==> src/fabric_params.svh <==
`ifndef FABRIC_PARAMS_SVH
`define FABRIC_PARAMS_SVH

// mesh size, row 0 sits on the north edge
`define FABRIC_ROWS 2
`define FABRIC_COLS 2

// tile address carried on the config bus
`define TILE_ADDR_WIDTH 8

// cb0 2 + cb1 2 + clb 2 + switch box 16
`define TILE_CFG_WIDTH 22

// byte address, tile index lives in bits [9:2]
`define APB_ADDR_WIDTH 12

`endif

==> src/fabric_pkg.sv <==
`include "fabric_params.svh"

package fabric_pkg;

   typedef enum logic [1:0] {
      CB_TRACK_A = 2'd0,
      CB_TRACK_B = 2'd1,
      CB_ZERO    = 2'd2,
      CB_ONE     = 2'd3
   } cb_sel_e;

   typedef enum logic [1:0] {
      CLB_AND  = 2'd0,
      CLB_OR   = 2'd1,
      CLB_XOR  = 2'd2,
      CLB_NAND = 2'd3
   } clb_op_e;

   typedef enum logic [1:0] {
      SB_ZERO     = 2'd0,
      SB_CLB      = 2'd1,
      SB_STRAIGHT = 2'd2,
      SB_TURN     = 2'd3
   } sb_sel_e;

   // first field is the msb, so left_0 ends up in bits [1:0]
   typedef struct packed {
      sb_sel_e bottom_2;
      sb_sel_e bottom_0;
      sb_sel_e top_3;
      sb_sel_e top_1;
      sb_sel_e right_3;
      sb_sel_e right_1;
      sb_sel_e left_2;
      sb_sel_e left_0;
   } sb_cfg_t;

   typedef struct packed {
      sb_cfg_t sb;   // [21:6]
      clb_op_e op;   // [5:4]
      cb_sel_e cb1;  // [3:2]
      cb_sel_e cb0;  // [1:0]
   } tile_cfg_t;

   typedef struct packed {
      logic                        en;
      logic [`TILE_ADDR_WIDTH-1:0] addr;
      tile_cfg_t                   data;
   } cfg_bus_t;

   typedef struct packed {
      logic                       psel;
      logic                       penable;
      logic                       pwrite;
      logic [`APB_ADDR_WIDTH-1:0] paddr;
      logic [31:0]                pwdata;
   } apb_req_t;

   typedef struct packed {
      logic [31:0] prdata;
      logic        pready;
      logic        pslverr;
   } apb_rsp_t;

   // two tracks per row or column, bit 2*i is the lower-numbered track
   // west in = left_1/left_3, east in = right_0/right_2
   // north in = top_0/top_2, south in = bottom_1/bottom_3
   typedef struct packed {
      logic [2*`FABRIC_ROWS-1:0] west;
      logic [2*`FABRIC_ROWS-1:0] east;
      logic [2*`FABRIC_COLS-1:0] north;
      logic [2*`FABRIC_COLS-1:0] south;
   } edge_in_t;

   // west out = left_0/left_2, east out = right_1/right_3
   // north out = top_1/top_3, south out = bottom_0/bottom_2
   typedef struct packed {
      logic [2*`FABRIC_ROWS-1:0] west;
      logic [2*`FABRIC_ROWS-1:0] east;
      logic [2*`FABRIC_COLS-1:0] north;
      logic [2*`FABRIC_COLS-1:0] south;
   } edge_out_t;

endpackage

==> src/connect_box.sv <==
`timescale 1ns/10ps

module connect_box (
   input  logic                clk,
   input  logic                reset,
   input  logic                cfg_load,
   input  fabric_pkg::cb_sel_e cfg,
   input  logic                track_a,
   input  logic                track_b,
   output logic                operand
);

   import fabric_pkg::*;

   cb_sel_e sel_q;

   always_ff @(posedge clk) begin
      if (reset) begin
         sel_q <= CB_TRACK_A;
      end else if (cfg_load) begin
         sel_q <= cfg;
      end
   end

   // operand follows the stored select without a register
   always_comb begin
      case (sel_q)
         CB_TRACK_A: operand = track_a;
         CB_TRACK_B: operand = track_b;
         CB_ZERO:    operand = 1'b0;
         default:    operand = 1'b1;
      endcase
   end

endmodule

==> src/clb.sv <==
`timescale 1ns/10ps

module clb (
   input  logic                clk,
   input  logic                reset,
   input  logic                cfg_load,
   input  fabric_pkg::clb_op_e cfg,
   input  logic                a,
   input  logic                b,
   output logic                out
);

   import fabric_pkg::*;

   clb_op_e op_q;
   logic    result;

   always_ff @(posedge clk) begin
      if (reset) begin
         op_q <= CLB_AND;
      end else if (cfg_load) begin
         op_q <= cfg;
      end
   end

   always_comb begin
      case (op_q)
         CLB_AND: result = a & b;
         CLB_OR:  result = a | b;
         CLB_XOR: result = a ^ b;
         default: result = ~(a & b);
      endcase
   end

   // one hop of latency through the logic block
   always_ff @(posedge clk) begin
      if (reset) begin
         out <= 1'b0;
      end else begin
         out <= result;
      end
   end

   // operands come from neighbouring tiles, so an X here means a broken link
   out_known_a: assert property (@(posedge clk) disable iff (reset) !$isunknown(out))
      else $error("clb output unknown");

endmodule

==> src/switch_box.sv <==
`timescale 1ns/10ps

module switch_box (
   input  logic                clk,
   input  logic                reset,
   input  logic                cfg_load,
   input  fabric_pkg::sb_cfg_t cfg,

   output logic                left_0,
   input  logic                left_1,
   output logic                left_2,
   input  logic                left_3,

   input  logic                right_0,
   output logic                right_1,
   input  logic                right_2,
   output logic                right_3,

   input  logic                top_0,
   output logic                top_1,
   input  logic                top_2,
   output logic                top_3,

   output logic                bottom_0,
   input  logic                bottom_1,
   output logic                bottom_2,
   input  logic                bottom_3,

   input  logic                compute
);

   import fabric_pkg::*;

   sb_cfg_t sb_cfg_q;

   function automatic logic route(sb_sel_e sel, logic clb_in, logic straight, logic turn);
      case (sel)
         SB_CLB:      route = clb_in;
         SB_STRAIGHT: route = straight;
         SB_TURN:     route = turn;
         default:     route = 1'b0;
      endcase
   endfunction

   always_ff @(posedge clk) begin
      if (reset) begin
         sb_cfg_q <= '0;
      end else if (cfg_load) begin
         sb_cfg_q <= cfg;
      end
   end

   // every output is a flop, so no combinational path crosses the mesh
   always_ff @(posedge clk) begin
      if (reset) begin
         left_0   <= 1'b0;
         left_2   <= 1'b0;
         right_1  <= 1'b0;
         right_3  <= 1'b0;
         top_1    <= 1'b0;
         top_3    <= 1'b0;
         bottom_0 <= 1'b0;
         bottom_2 <= 1'b0;
      end else begin
         left_0   <= route(sb_cfg_q.left_0, compute, right_0, top_0);
         left_2   <= route(sb_cfg_q.left_2, compute, right_2, top_2);
         right_1  <= route(sb_cfg_q.right_1, compute, left_1, bottom_1);
         right_3  <= route(sb_cfg_q.right_3, compute, left_3, bottom_3);
         top_1    <= route(sb_cfg_q.top_1, compute, bottom_1, left_1);
         top_3    <= route(sb_cfg_q.top_3, compute, bottom_3, left_3);
         bottom_0 <= route(sb_cfg_q.bottom_0, compute, top_0, right_0);  // turn from the right
         bottom_2 <= route(sb_cfg_q.bottom_2, compute, top_2, right_2);
      end
   end

   cfg_known_a: assert property (@(posedge clk) disable iff (reset) !$isunknown(sb_cfg_q))
      else $error("switch box config unknown");

endmodule

==> src/pe_tile.sv <==
`timescale 1ns/10ps
`include "fabric_params.svh"

module pe_tile #(
   parameter logic [`TILE_ADDR_WIDTH-1:0] ADDRESS = '0
) (
   input  logic                 clk,
   input  logic                 reset,
   input  fabric_pkg::cfg_bus_t cfg_bus,

   output logic                 left_0,
   input  logic                 left_1,
   output logic                 left_2,
   input  logic                 left_3,

   input  logic                 right_0,
   output logic                 right_1,
   input  logic                 right_2,
   output logic                 right_3,

   input  logic                 top_0,
   output logic                 top_1,
   input  logic                 top_2,
   output logic                 top_3,

   output logic                 bottom_0,
   input  logic                 bottom_1,
   output logic                 bottom_2,
   input  logic                 bottom_3
);

   logic cfg_load;
   logic cb0_out;
   logic cb1_out;
   logic compute_out;

   // single strobe shared by all four blocks
   assign cfg_load = cfg_bus.en && (cfg_bus.addr == ADDRESS);

   connect_box cb0 (
      .clk      (clk),
      .reset    (reset),
      .cfg_load (cfg_load),
      .cfg      (cfg_bus.data.cb0),
      .track_a  (right_0),
      .track_b  (right_2),
      .operand  (cb0_out)
   );

   // bottom inputs, the bottom side's outputs belong to the switch box
   connect_box cb1 (
      .clk      (clk),
      .reset    (reset),
      .cfg_load (cfg_load),
      .cfg      (cfg_bus.data.cb1),
      .track_a  (bottom_1),
      .track_b  (bottom_3),
      .operand  (cb1_out)
   );

   clb compute_block (
      .clk      (clk),
      .reset    (reset),
      .cfg_load (cfg_load),
      .cfg      (cfg_bus.data.op),
      .a        (cb0_out),
      .b        (cb1_out),
      .out      (compute_out)
   );

   switch_box sb (
      .clk      (clk),
      .reset    (reset),
      .cfg_load (cfg_load),
      .cfg      (cfg_bus.data.sb),
      .left_0   (left_0),
      .left_1   (left_1),
      .left_2   (left_2),
      .left_3   (left_3),
      .right_0  (right_0),
      .right_1  (right_1),
      .right_2  (right_2),
      .right_3  (right_3),
      .top_0    (top_0),
      .top_1    (top_1),
      .top_2    (top_2),
      .top_3    (top_3),
      .bottom_0 (bottom_0),
      .bottom_1 (bottom_1),
      .bottom_2 (bottom_2),
      .bottom_3 (bottom_3),
      .compute  (compute_out)
   );

endmodule

==> src/config_apb_slave.sv <==
`timescale 1ns/10ps
`include "fabric_params.svh"

module config_apb_slave (
   input  logic                 clk,
   input  logic                 reset,
   input  fabric_pkg::apb_req_t apb_req,
   output fabric_pkg::apb_rsp_t apb_rsp,
   output fabric_pkg::cfg_bus_t cfg_bus
);

   import fabric_pkg::*;

   localparam int TILES = `FABRIC_ROWS * `FABRIC_COLS;
   localparam int IDX_W = $clog2(TILES);

   logic [`TILE_ADDR_WIDTH-1:0] tile_idx;
   logic                        addr_ok;
   logic                        access;
   logic                        wr_ok;
   tile_cfg_t                   rb_q [TILES];

   assign tile_idx = apb_req.paddr[`TILE_ADDR_WIDTH+1:2];
   assign addr_ok  = (apb_req.paddr[`APB_ADDR_WIDTH-1:`TILE_ADDR_WIDTH+2] == '0)
                     && (tile_idx < `TILE_ADDR_WIDTH'(TILES));
   assign access   = apb_req.psel && apb_req.penable;
   assign wr_ok    = access && apb_req.pwrite && addr_ok;

   always_comb begin
      apb_rsp.pready  = access;  // no wait states
      apb_rsp.pslverr = access && !addr_ok;
      apb_rsp.prdata  = '0;
      if (access && !apb_req.pwrite && addr_ok) begin
         apb_rsp.prdata = 32'(rb_q[tile_idx[IDX_W-1:0]]);
      end
   end

   always_ff @(posedge clk) begin
      if (reset) begin
         for (int i = 0; i < TILES; i++) begin
            rb_q[i] <= '0;
         end
      end else if (wr_ok) begin
         rb_q[tile_idx[IDX_W-1:0]] <= tile_cfg_t'(apb_req.pwdata[`TILE_CFG_WIDTH-1:0]);
      end
   end

   // en pulses for one cycle after the access, addr and data are held until the next write
   always_ff @(posedge clk) begin
      if (reset) begin
         cfg_bus.en <= 1'b0;
      end else begin
         cfg_bus.en <= wr_ok;
      end
      if (wr_ok) begin
         cfg_bus.addr <= tile_idx;
         cfg_bus.data <= tile_cfg_t'(apb_req.pwdata[`TILE_CFG_WIDTH-1:0]);
      end
   end

   penable_needs_psel_a: assert property (
      @(posedge clk) disable iff (reset) $rose(apb_req.penable) |-> apb_req.psel)
      else $error("penable raised without psel");

endmodule

==> src/fabric_top.sv <==
`timescale 1ns/10ps
`include "fabric_params.svh"

module fabric_top (
   input  logic                  clk,
   input  logic                  reset,
   input  fabric_pkg::apb_req_t  apb_req,
   output fabric_pkg::apb_rsp_t  apb_rsp,
   input  fabric_pkg::edge_in_t  edge_in,
   output fabric_pkg::edge_out_t edge_out
);

   import fabric_pkg::*;

   localparam int ROWS = `FABRIC_ROWS;
   localparam int COLS = `FABRIC_COLS;

   cfg_bus_t cfg_bus;

   // per tile side, bit 0 is the lower-numbered track
   logic [1:0] l_in  [ROWS][COLS];
   logic [1:0] l_out [ROWS][COLS];
   logic [1:0] r_in  [ROWS][COLS];
   logic [1:0] r_out [ROWS][COLS];
   logic [1:0] t_in  [ROWS][COLS];
   logic [1:0] t_out [ROWS][COLS];
   logic [1:0] b_in  [ROWS][COLS];
   logic [1:0] b_out [ROWS][COLS];

   logic [2*ROWS-1:0] west_o;
   logic [2*ROWS-1:0] east_o;
   logic [2*COLS-1:0] north_o;
   logic [2*COLS-1:0] south_o;

   config_apb_slave cfg_slave_i (
      .clk     (clk),
      .reset   (reset),
      .apb_req (apb_req),
      .apb_rsp (apb_rsp),
      .cfg_bus (cfg_bus)
   );

   for (genvar r = 0; r < ROWS; r++) begin : g_row
      for (genvar c = 0; c < COLS; c++) begin : g_col
         if (c == 0) begin : g_west
            assign l_in[r][c]       = edge_in.west[2*r +: 2];
            assign west_o[2*r +: 2] = l_out[r][c];
         end else begin : g_left
            assign l_in[r][c] = r_out[r][c-1];
         end
         if (c == COLS-1) begin : g_east
            assign r_in[r][c]       = edge_in.east[2*r +: 2];
            assign east_o[2*r +: 2] = r_out[r][c];
         end else begin : g_right
            assign r_in[r][c] = l_out[r][c+1];
         end
         if (r == 0) begin : g_north
            assign t_in[r][c]        = edge_in.north[2*c +: 2];
            assign north_o[2*c +: 2] = t_out[r][c];
         end else begin : g_top
            assign t_in[r][c] = b_out[r-1][c];
         end
         if (r == ROWS-1) begin : g_south
            assign b_in[r][c]        = edge_in.south[2*c +: 2];
            assign south_o[2*c +: 2] = b_out[r][c];
         end else begin : g_bottom
            assign b_in[r][c] = t_out[r+1][c];
         end

         pe_tile #(
            .ADDRESS (`TILE_ADDR_WIDTH'(r*COLS + c))  // same index as the apb map
         ) tile_i (
            .clk      (clk),
            .reset    (reset),
            .cfg_bus  (cfg_bus),
            .left_0   (l_out[r][c][0]),
            .left_1   (l_in[r][c][0]),
            .left_2   (l_out[r][c][1]),
            .left_3   (l_in[r][c][1]),
            .right_0  (r_in[r][c][0]),
            .right_1  (r_out[r][c][0]),
            .right_2  (r_in[r][c][1]),
            .right_3  (r_out[r][c][1]),
            .top_0    (t_in[r][c][0]),
            .top_1    (t_out[r][c][0]),
            .top_2    (t_in[r][c][1]),
            .top_3    (t_out[r][c][1]),
            .bottom_0 (b_out[r][c][0]),
            .bottom_1 (b_in[r][c][0]),
            .bottom_2 (b_out[r][c][1]),
            .bottom_3 (b_in[r][c][1])
         );
      end
   end

   assign edge_out = '{west: west_o, east: east_o, north: north_o, south: south_o};

endmodule

==> config.mk <==
export PLATFORM = sky130hd
export DESIGN_NAME = fabric_top
export DESIGN_NICKNAME = d
export VERILOG_FILES = /design/src/fabric_pkg.sv /design/src/connect_box.sv /design/src/clb.sv /design/src/switch_box.sv /design/src/pe_tile.sv /design/src/config_apb_slave.sv /design/src/fabric_top.sv
export VERILOG_INCLUDE_DIRS = /design/src
export SDC_FILE = /design/constraint.sdc
export NUM_CORES = 1
export LEC_CHECK = 0
export ABC_AREA = 1
export BUFFER_PORTS_ARGS = -buffer_cell sky130_fd_sc_hd__buf_2
export CORE_MARGIN = 2
export CORE_UTILIZATION = 50
export CTS_BUF_LIST = sky130_fd_sc_hd__clkbuf_4
export CTS_CLUSTER_DIAMETER = 200
export DETAILED_ROUTE_END_ITERATION = 6
export PLACE_DENSITY_LB_ADDON = 0.08
export SETUP_SLACK_MARGIN = 0.4
export SYNTH_ARGS = -nofsm -noshare
export SYNTH_HDL_FRONTEND = slang
export SYNTH_SLANG_ARGS = --single-unit
==> constraint.sdc <==
create_clock -name clk -period 7 [get_ports clk]
set_clock_uncertainty 0.05 [all_clocks]
set_input_delay 1.4 -clock clk [delete_from_list [all_inputs] [get_ports clk]]
set_output_delay 1.4 -clock clk [all_outputs]
set_load 0.02 [all_outputs]
== Yosys cells after proc, flatten, opt, wreduce, memory -nomap -nowiden ==
Memory sizes are Yosys's and may differ from the RTL's.
Index checks and enable logic that the tools add are counted.
Word-level totals
  latch bits: 0
  logic and storage cells: 315
  memory bits (read-only): 0
  flip-flop bits (word level): 155
  output and inout port bits: 50
  memories kept: 1
  RAM bits: 88
  input bits: 65
Cells by class
  order comparisons: 1
  reductions and logical operators: 28
  shifts and indexed selects: 0
  equality and inequality tests: 123
  $add $sub $neg: 0
  $mul: 0
  muxes and demuxes: 53
  bitwise gates (word level): 16
  divide/modulo/power cells: 0
Memory list
  cfg_slave_i.rb_q: words 4, bits a word 22, read ports 1, clocked after memory_dff 0, write ports 4, line config_apb_slave.sv:21  | tile_cfg_t rb_q [TILES];
Operator list (count)
  $eq A2 B2 Y1 const B: 76
  $pmux W1 S3: 44
  $eq A2 B1 Y1 const B: 44
  $mux W22: 2
  $logic_not A2 Y1: 13
  $reduce_or A22 Y1: 1
  $eq A8 B2 Y1 const B: 2
  $logic_and A1 B1 Y1: 11
  $eq A8 B1 Y1 const B: 1
  $logic_not A8 Y1: 1
  $lt A8 B3 Y1 const B: 1
  $mux W1: 6
  $and A1 B1 Y1: 4
  $not A1 Y1: 4
  $or A1 B1 Y1: 4
  $xor A1 B1 Y1: 4
  $logic_not A1 Y1: 2
  $mux W2: 1

== Longest topological paths before layout ==
  word-level depth: 8
  gate-level depth with buffers: 8

== Cells and area by module ==
A second synthesis with hierarchy kept.
Second synthesis, totals
  cell total of the unflattened synthesis: 1325
  area, all modules: 11395.9 um^2
By module, submodules not included
  config_apb_slave: cells an instance 454, sequential area each 3563.4 um^2, area an instance 5343.9 um^2, times used 1
  switch_box: cells an instance 151, sequential area each 480.5 um^2, area an instance 1104.8 um^2, times used 4
  connect_box: cells an instance 17, sequential area each 40.0 um^2, area an instance 97.6 um^2, times used 8
  clb: cells an instance 23, sequential area each 60.1 um^2, area an instance 163.9 um^2, times used 4
  pe_tile at g_row[0].g_col[1].tile_i ...: cells an instance 8, sequential area each 0.0 um^2, area an instance 35.0 um^2, times used 3
  fabric_top: cells an instance 8, sequential area each 0.0 um^2, area an instance 60.1 um^2, times used 1
  pe_tile at g_row[0].g_col[0].tile_i: cells an instance 7, sequential area each 0.0 um^2, area an instance 31.3 um^2, times used 1

== Worst setup path after synthesis ==
No wires, ideal clock.
  kind: input to register
  start: in apb_req[36] (netlist bit)
  end: mem cfg_slave_i.rb_q[0][0] (netlist bit) (enable)
  path buffers: 0
  cell stages on the path: 5
  slack: 2.952 ns
  arrival: 3.566 ns
  setup time: 0.432 ns
  cells stage by stage: nor2_1 > nand2_1 > nor2_4 > nand4_4 > o21ai_0
RTL lines
  start, declared: line fabric_top.sv:7  | input fabric_pkg::apb_req_t apb_req,
  end, declared: line config_apb_slave.sv:21

==> flow_summary.json <==
{
  "setup.worst_path.class": "in -> out",
  "ys_seq_elements": 243,
  "antenna_found_initial": 1,
  "max_freq_mhz": 213,
  "rsz0062_at_grt": "no",
  "switchingPower_uw": 679,
  "cts_tree": "done",
  "top_usage_layer": "met2",
  "critical_path.max_stage_delay_ns": 0.69,
  "fill_cells": 2153,
  "slowest_stage": "inv_2",
  "fin_crit_ns": 4.70,
  "path_clk_slew_ns": 0.06,
  "worstRegToRegCells": 7,
  "path_cells": "buf_2, inv_2, buf_4, nor2_1, o22a_1, nor2_1, buf_2",
  "synth_cells": 1286,
  "peakVddDrop_mv": 0.111,
  "grt_usage": 0.225,
  "max_cap_viol_count": 0,
  "fp.dieW_um": 155,
  "wirelength_um": 26500,
  "path_depth": 7,
  "routed_via_density": 5.20,
  "clk_latency_ns": 0.65,
  "final_common_cell": "nor2_1",
  "p_clk_frac": 0.429,
  "seqCellArea_um2": 6050,
  "crit_arrival_ns": 3.25,
  "htreeDepth": 3,
  "finalSetupViolations": 0,
  "ctsHoldBuffers": 0,
  "grt_pass1_vias": 8151,
  "multi_input_area_um2": 4200,
  "grt_util_met2": 0.360,
  "initial_core_util": 0.506,
  "numCtsBuffers": 67,
  "timing.slew.headroom": 0.296,
  "cts.sinks": 243,
  "die_h_um": 155,
  "gp_congestion": 0.755,
  "startpoint": "apb_req[34]",
  "yosys_warnings": 0,
  "syn2layout_area_growth_pct": 10.2,
  "grt-ovfl-total": 0,
  "syn_area_um2": 11400,
  "row_count": 55,
  "hold_depth": 2,
  "p_int_mw": 2.23,
  "synth_cell_types": 29,
  "path_delay_family": "buffers and inverters",
  "hpwl_um": 15800,
  "ant_nets": 0,
  "cts_resized": 0,
  "first_pass_iters": 5,
  "die_area_um2": 24000,
  "synth-seq-area-share": 0.531,
  "fin_crit_sh": 0.672,
  "vias": 8823,
  "path_max_fanout": 47,
  "reg2reg_from": "cfg_slave_i.cfg_bus[29]",
  "hold_viol_final": 0,
  "mostFrequentLayoutCells": "nor2_1, nand2_1, inv_1",
  "power_density_nw_per_um2": 232,
  "grtUsageMet1": 0.302,
  "port-buffer-count": 92,
  "clockBufferDepth": 3,
  "worst_pin_slew_ns": 1.06,
  "whs_ns": 0.433,
  "start_kind": "input port",
  "cts_root_buf": "clkbuf_4",
  "run_status": "complete, no violations",
  "syn_area_per_cell_um2": 8.86,
  "drive_gt1_frac": 0.217,
  "comb_power_share": 0.048,
  "finalSetupTns_ns": 0,
  "pin_count": 115,
  "grt_max_degree": 89,
  "wl_per_cell_um": 15.6,
  "fin_nets": 1439,
  "hp-class": "reg -> reg",
  "drt-initial-drc-count": 608,
  "design.core.area_um2": 22500,
  "hp-start": "g_row[1].g_col[0].tile_i.cb0.sel_q[1]",
  "use_met3": 0.0423,
  "leakage_nw": 5.51,
  "grt_pass1_wl_um": 42200,
  "post_cts_buffers": 0,
  "worstPathBufferInverterCount": 4,
  "critPathCaptureType": "output port",
  "slew_violations": 0,
  "p_sw_frac": 0.234,
  "drc_errors": 0,
  "seq_power_share": 0.523,
  "cp.required_ns": 5.55
}
==> path summary, 6_finish.rpt <==
check | end | slack [ns]
worst min register to register | g_row[1].g_col[0].tile_i.cb0.sel_q[1] | 0.43
worst max-delay path | apb_rsp[9] | 2.30
worst min-delay path | g_row[1].g_col[0].tile_i.cb0.sel_q[1] | 0.43
worst max register to register | g_row[0].g_col[0].tile_i.compute_block.op_q[0] | 5.14
==> area by class of cell <==
| type | count | area share |
|---|---|---|
| inverters | 150 | 0.0449 |
| clock buffers | 105 | 0.0628 |
| multi-input cells | 798 | 0.334 |
| repair buffers | 106 | 0.0450 |
| flip-flops and latches | 243 | 0.482 |
| diodes | 1 | 0.000199 |
| well taps | 285 | 0.0284 |
| clock inverters | 9 | 0.00269 |
==> cell families (layout without fill, tap and decap cells) <==
logic type               Yosys count  count (layout)  synth area share
AO/OA/AOI/OAI                    262             262             0.130
adder cells (fa/ha/maj)            8               8           0.00878
flip-flops                       243             243             0.531
buffers and inverters            254             370             0.106
other                              1              11          0.000329
AND/OR/NAND/NOR                  518             518             0.224
==> per-stage QoR <==
step | std cells | area, um^2 | util | setup WS [ns] | power (mW)
final | 1697 | 12600 | 0.558 | 2.30 | 2.91
after detailed placement | 1582 | 11700 | 0.521 | 2.29 | 1.69
after global routing | 1697 | 12600 | 0.558 | 2.12 | 3.04
after CTS | 1696 | 12600 | 0.558 | 2.28 | 2.94
after floorplan | 1295 | 11400 | - | 2.95 | 1.64
after global placement | 1582 | 11700 | 0.521 | 2.29 | 1.69
==> sequential cells by signal, indices dropped and copies added (netlist names) <==
register and count:
cfg_slave_i.rb_q 88, g_row.g_col.tile_i.sb.sb_cfg_q 64, cfg_slave_i.cfg_bus 31, g_row.g_col.tile_i.cb0.sel_q 8
g_row.g_col.tile_i.cb1.sel_q 8, g_row.g_col.tile_i.compute_block.op_q 8, g_row.g_col.tile_i.compute_block.out 4, g_row.g_col.tile_i.sb.bottom_0 4
g_row.g_col.tile_i.sb.bottom_2 4, g_row.g_col.tile_i.sb.left_0 4, g_row.g_col.tile_i.sb.left_2 4, g_row.g_col.tile_i.sb.right_1 4
g_row.g_col.tile_i.sb.right_3 4, g_row.g_col.tile_i.sb.top_1 4, g_row.g_col.tile_i.sb.top_3 4
==> tightest hold or removal path: cells and delay by family (launching register included) <==
family	cells	cell delay, ns
AO/OA/AOI/OAI	1	0.04
flip-flops	1	0.32
AND/OR/NAND/NOR	1	0.08
==> power groups by stage <==
stage,clock network [mW],registers [mW],logic (mW)
finish,1.25,1.52,0.139
global route,1.37,1.52,0.155
CTS,1.28,1.52,0.141
detailed placement,0,1.55,0.141
global placement,0,1.55,0.141
floorplan,0,1.55,0.0919
==> synthesized netlist by cell type, drive strengths merged <==
cell type	n	area, um^2
nor2	198	835
nand2	169	689
inv	150	563
dfxtp	125	2500
edfxtp	118	3540
a21oi	113	566
nand3	90	450
o21ai	90	450
buf	79	548
nor3	44	420
o211ai	35	263
clkbuf	25	93.8
o22a	22	193
and3b	16	140
ha	8	100
a31oi	2	12.5
conb	1	3.75
nand4	1	21.3
==> routing by layer <==
layer / vias to the layer above / routed length, um
li1: 4443 / -
met1: 4080 / 11900
met2: 238 / 12300
met3: 62 / 1600
met4: 0 / 677
met5: - / 0
(Power assumes the default switching activity.)
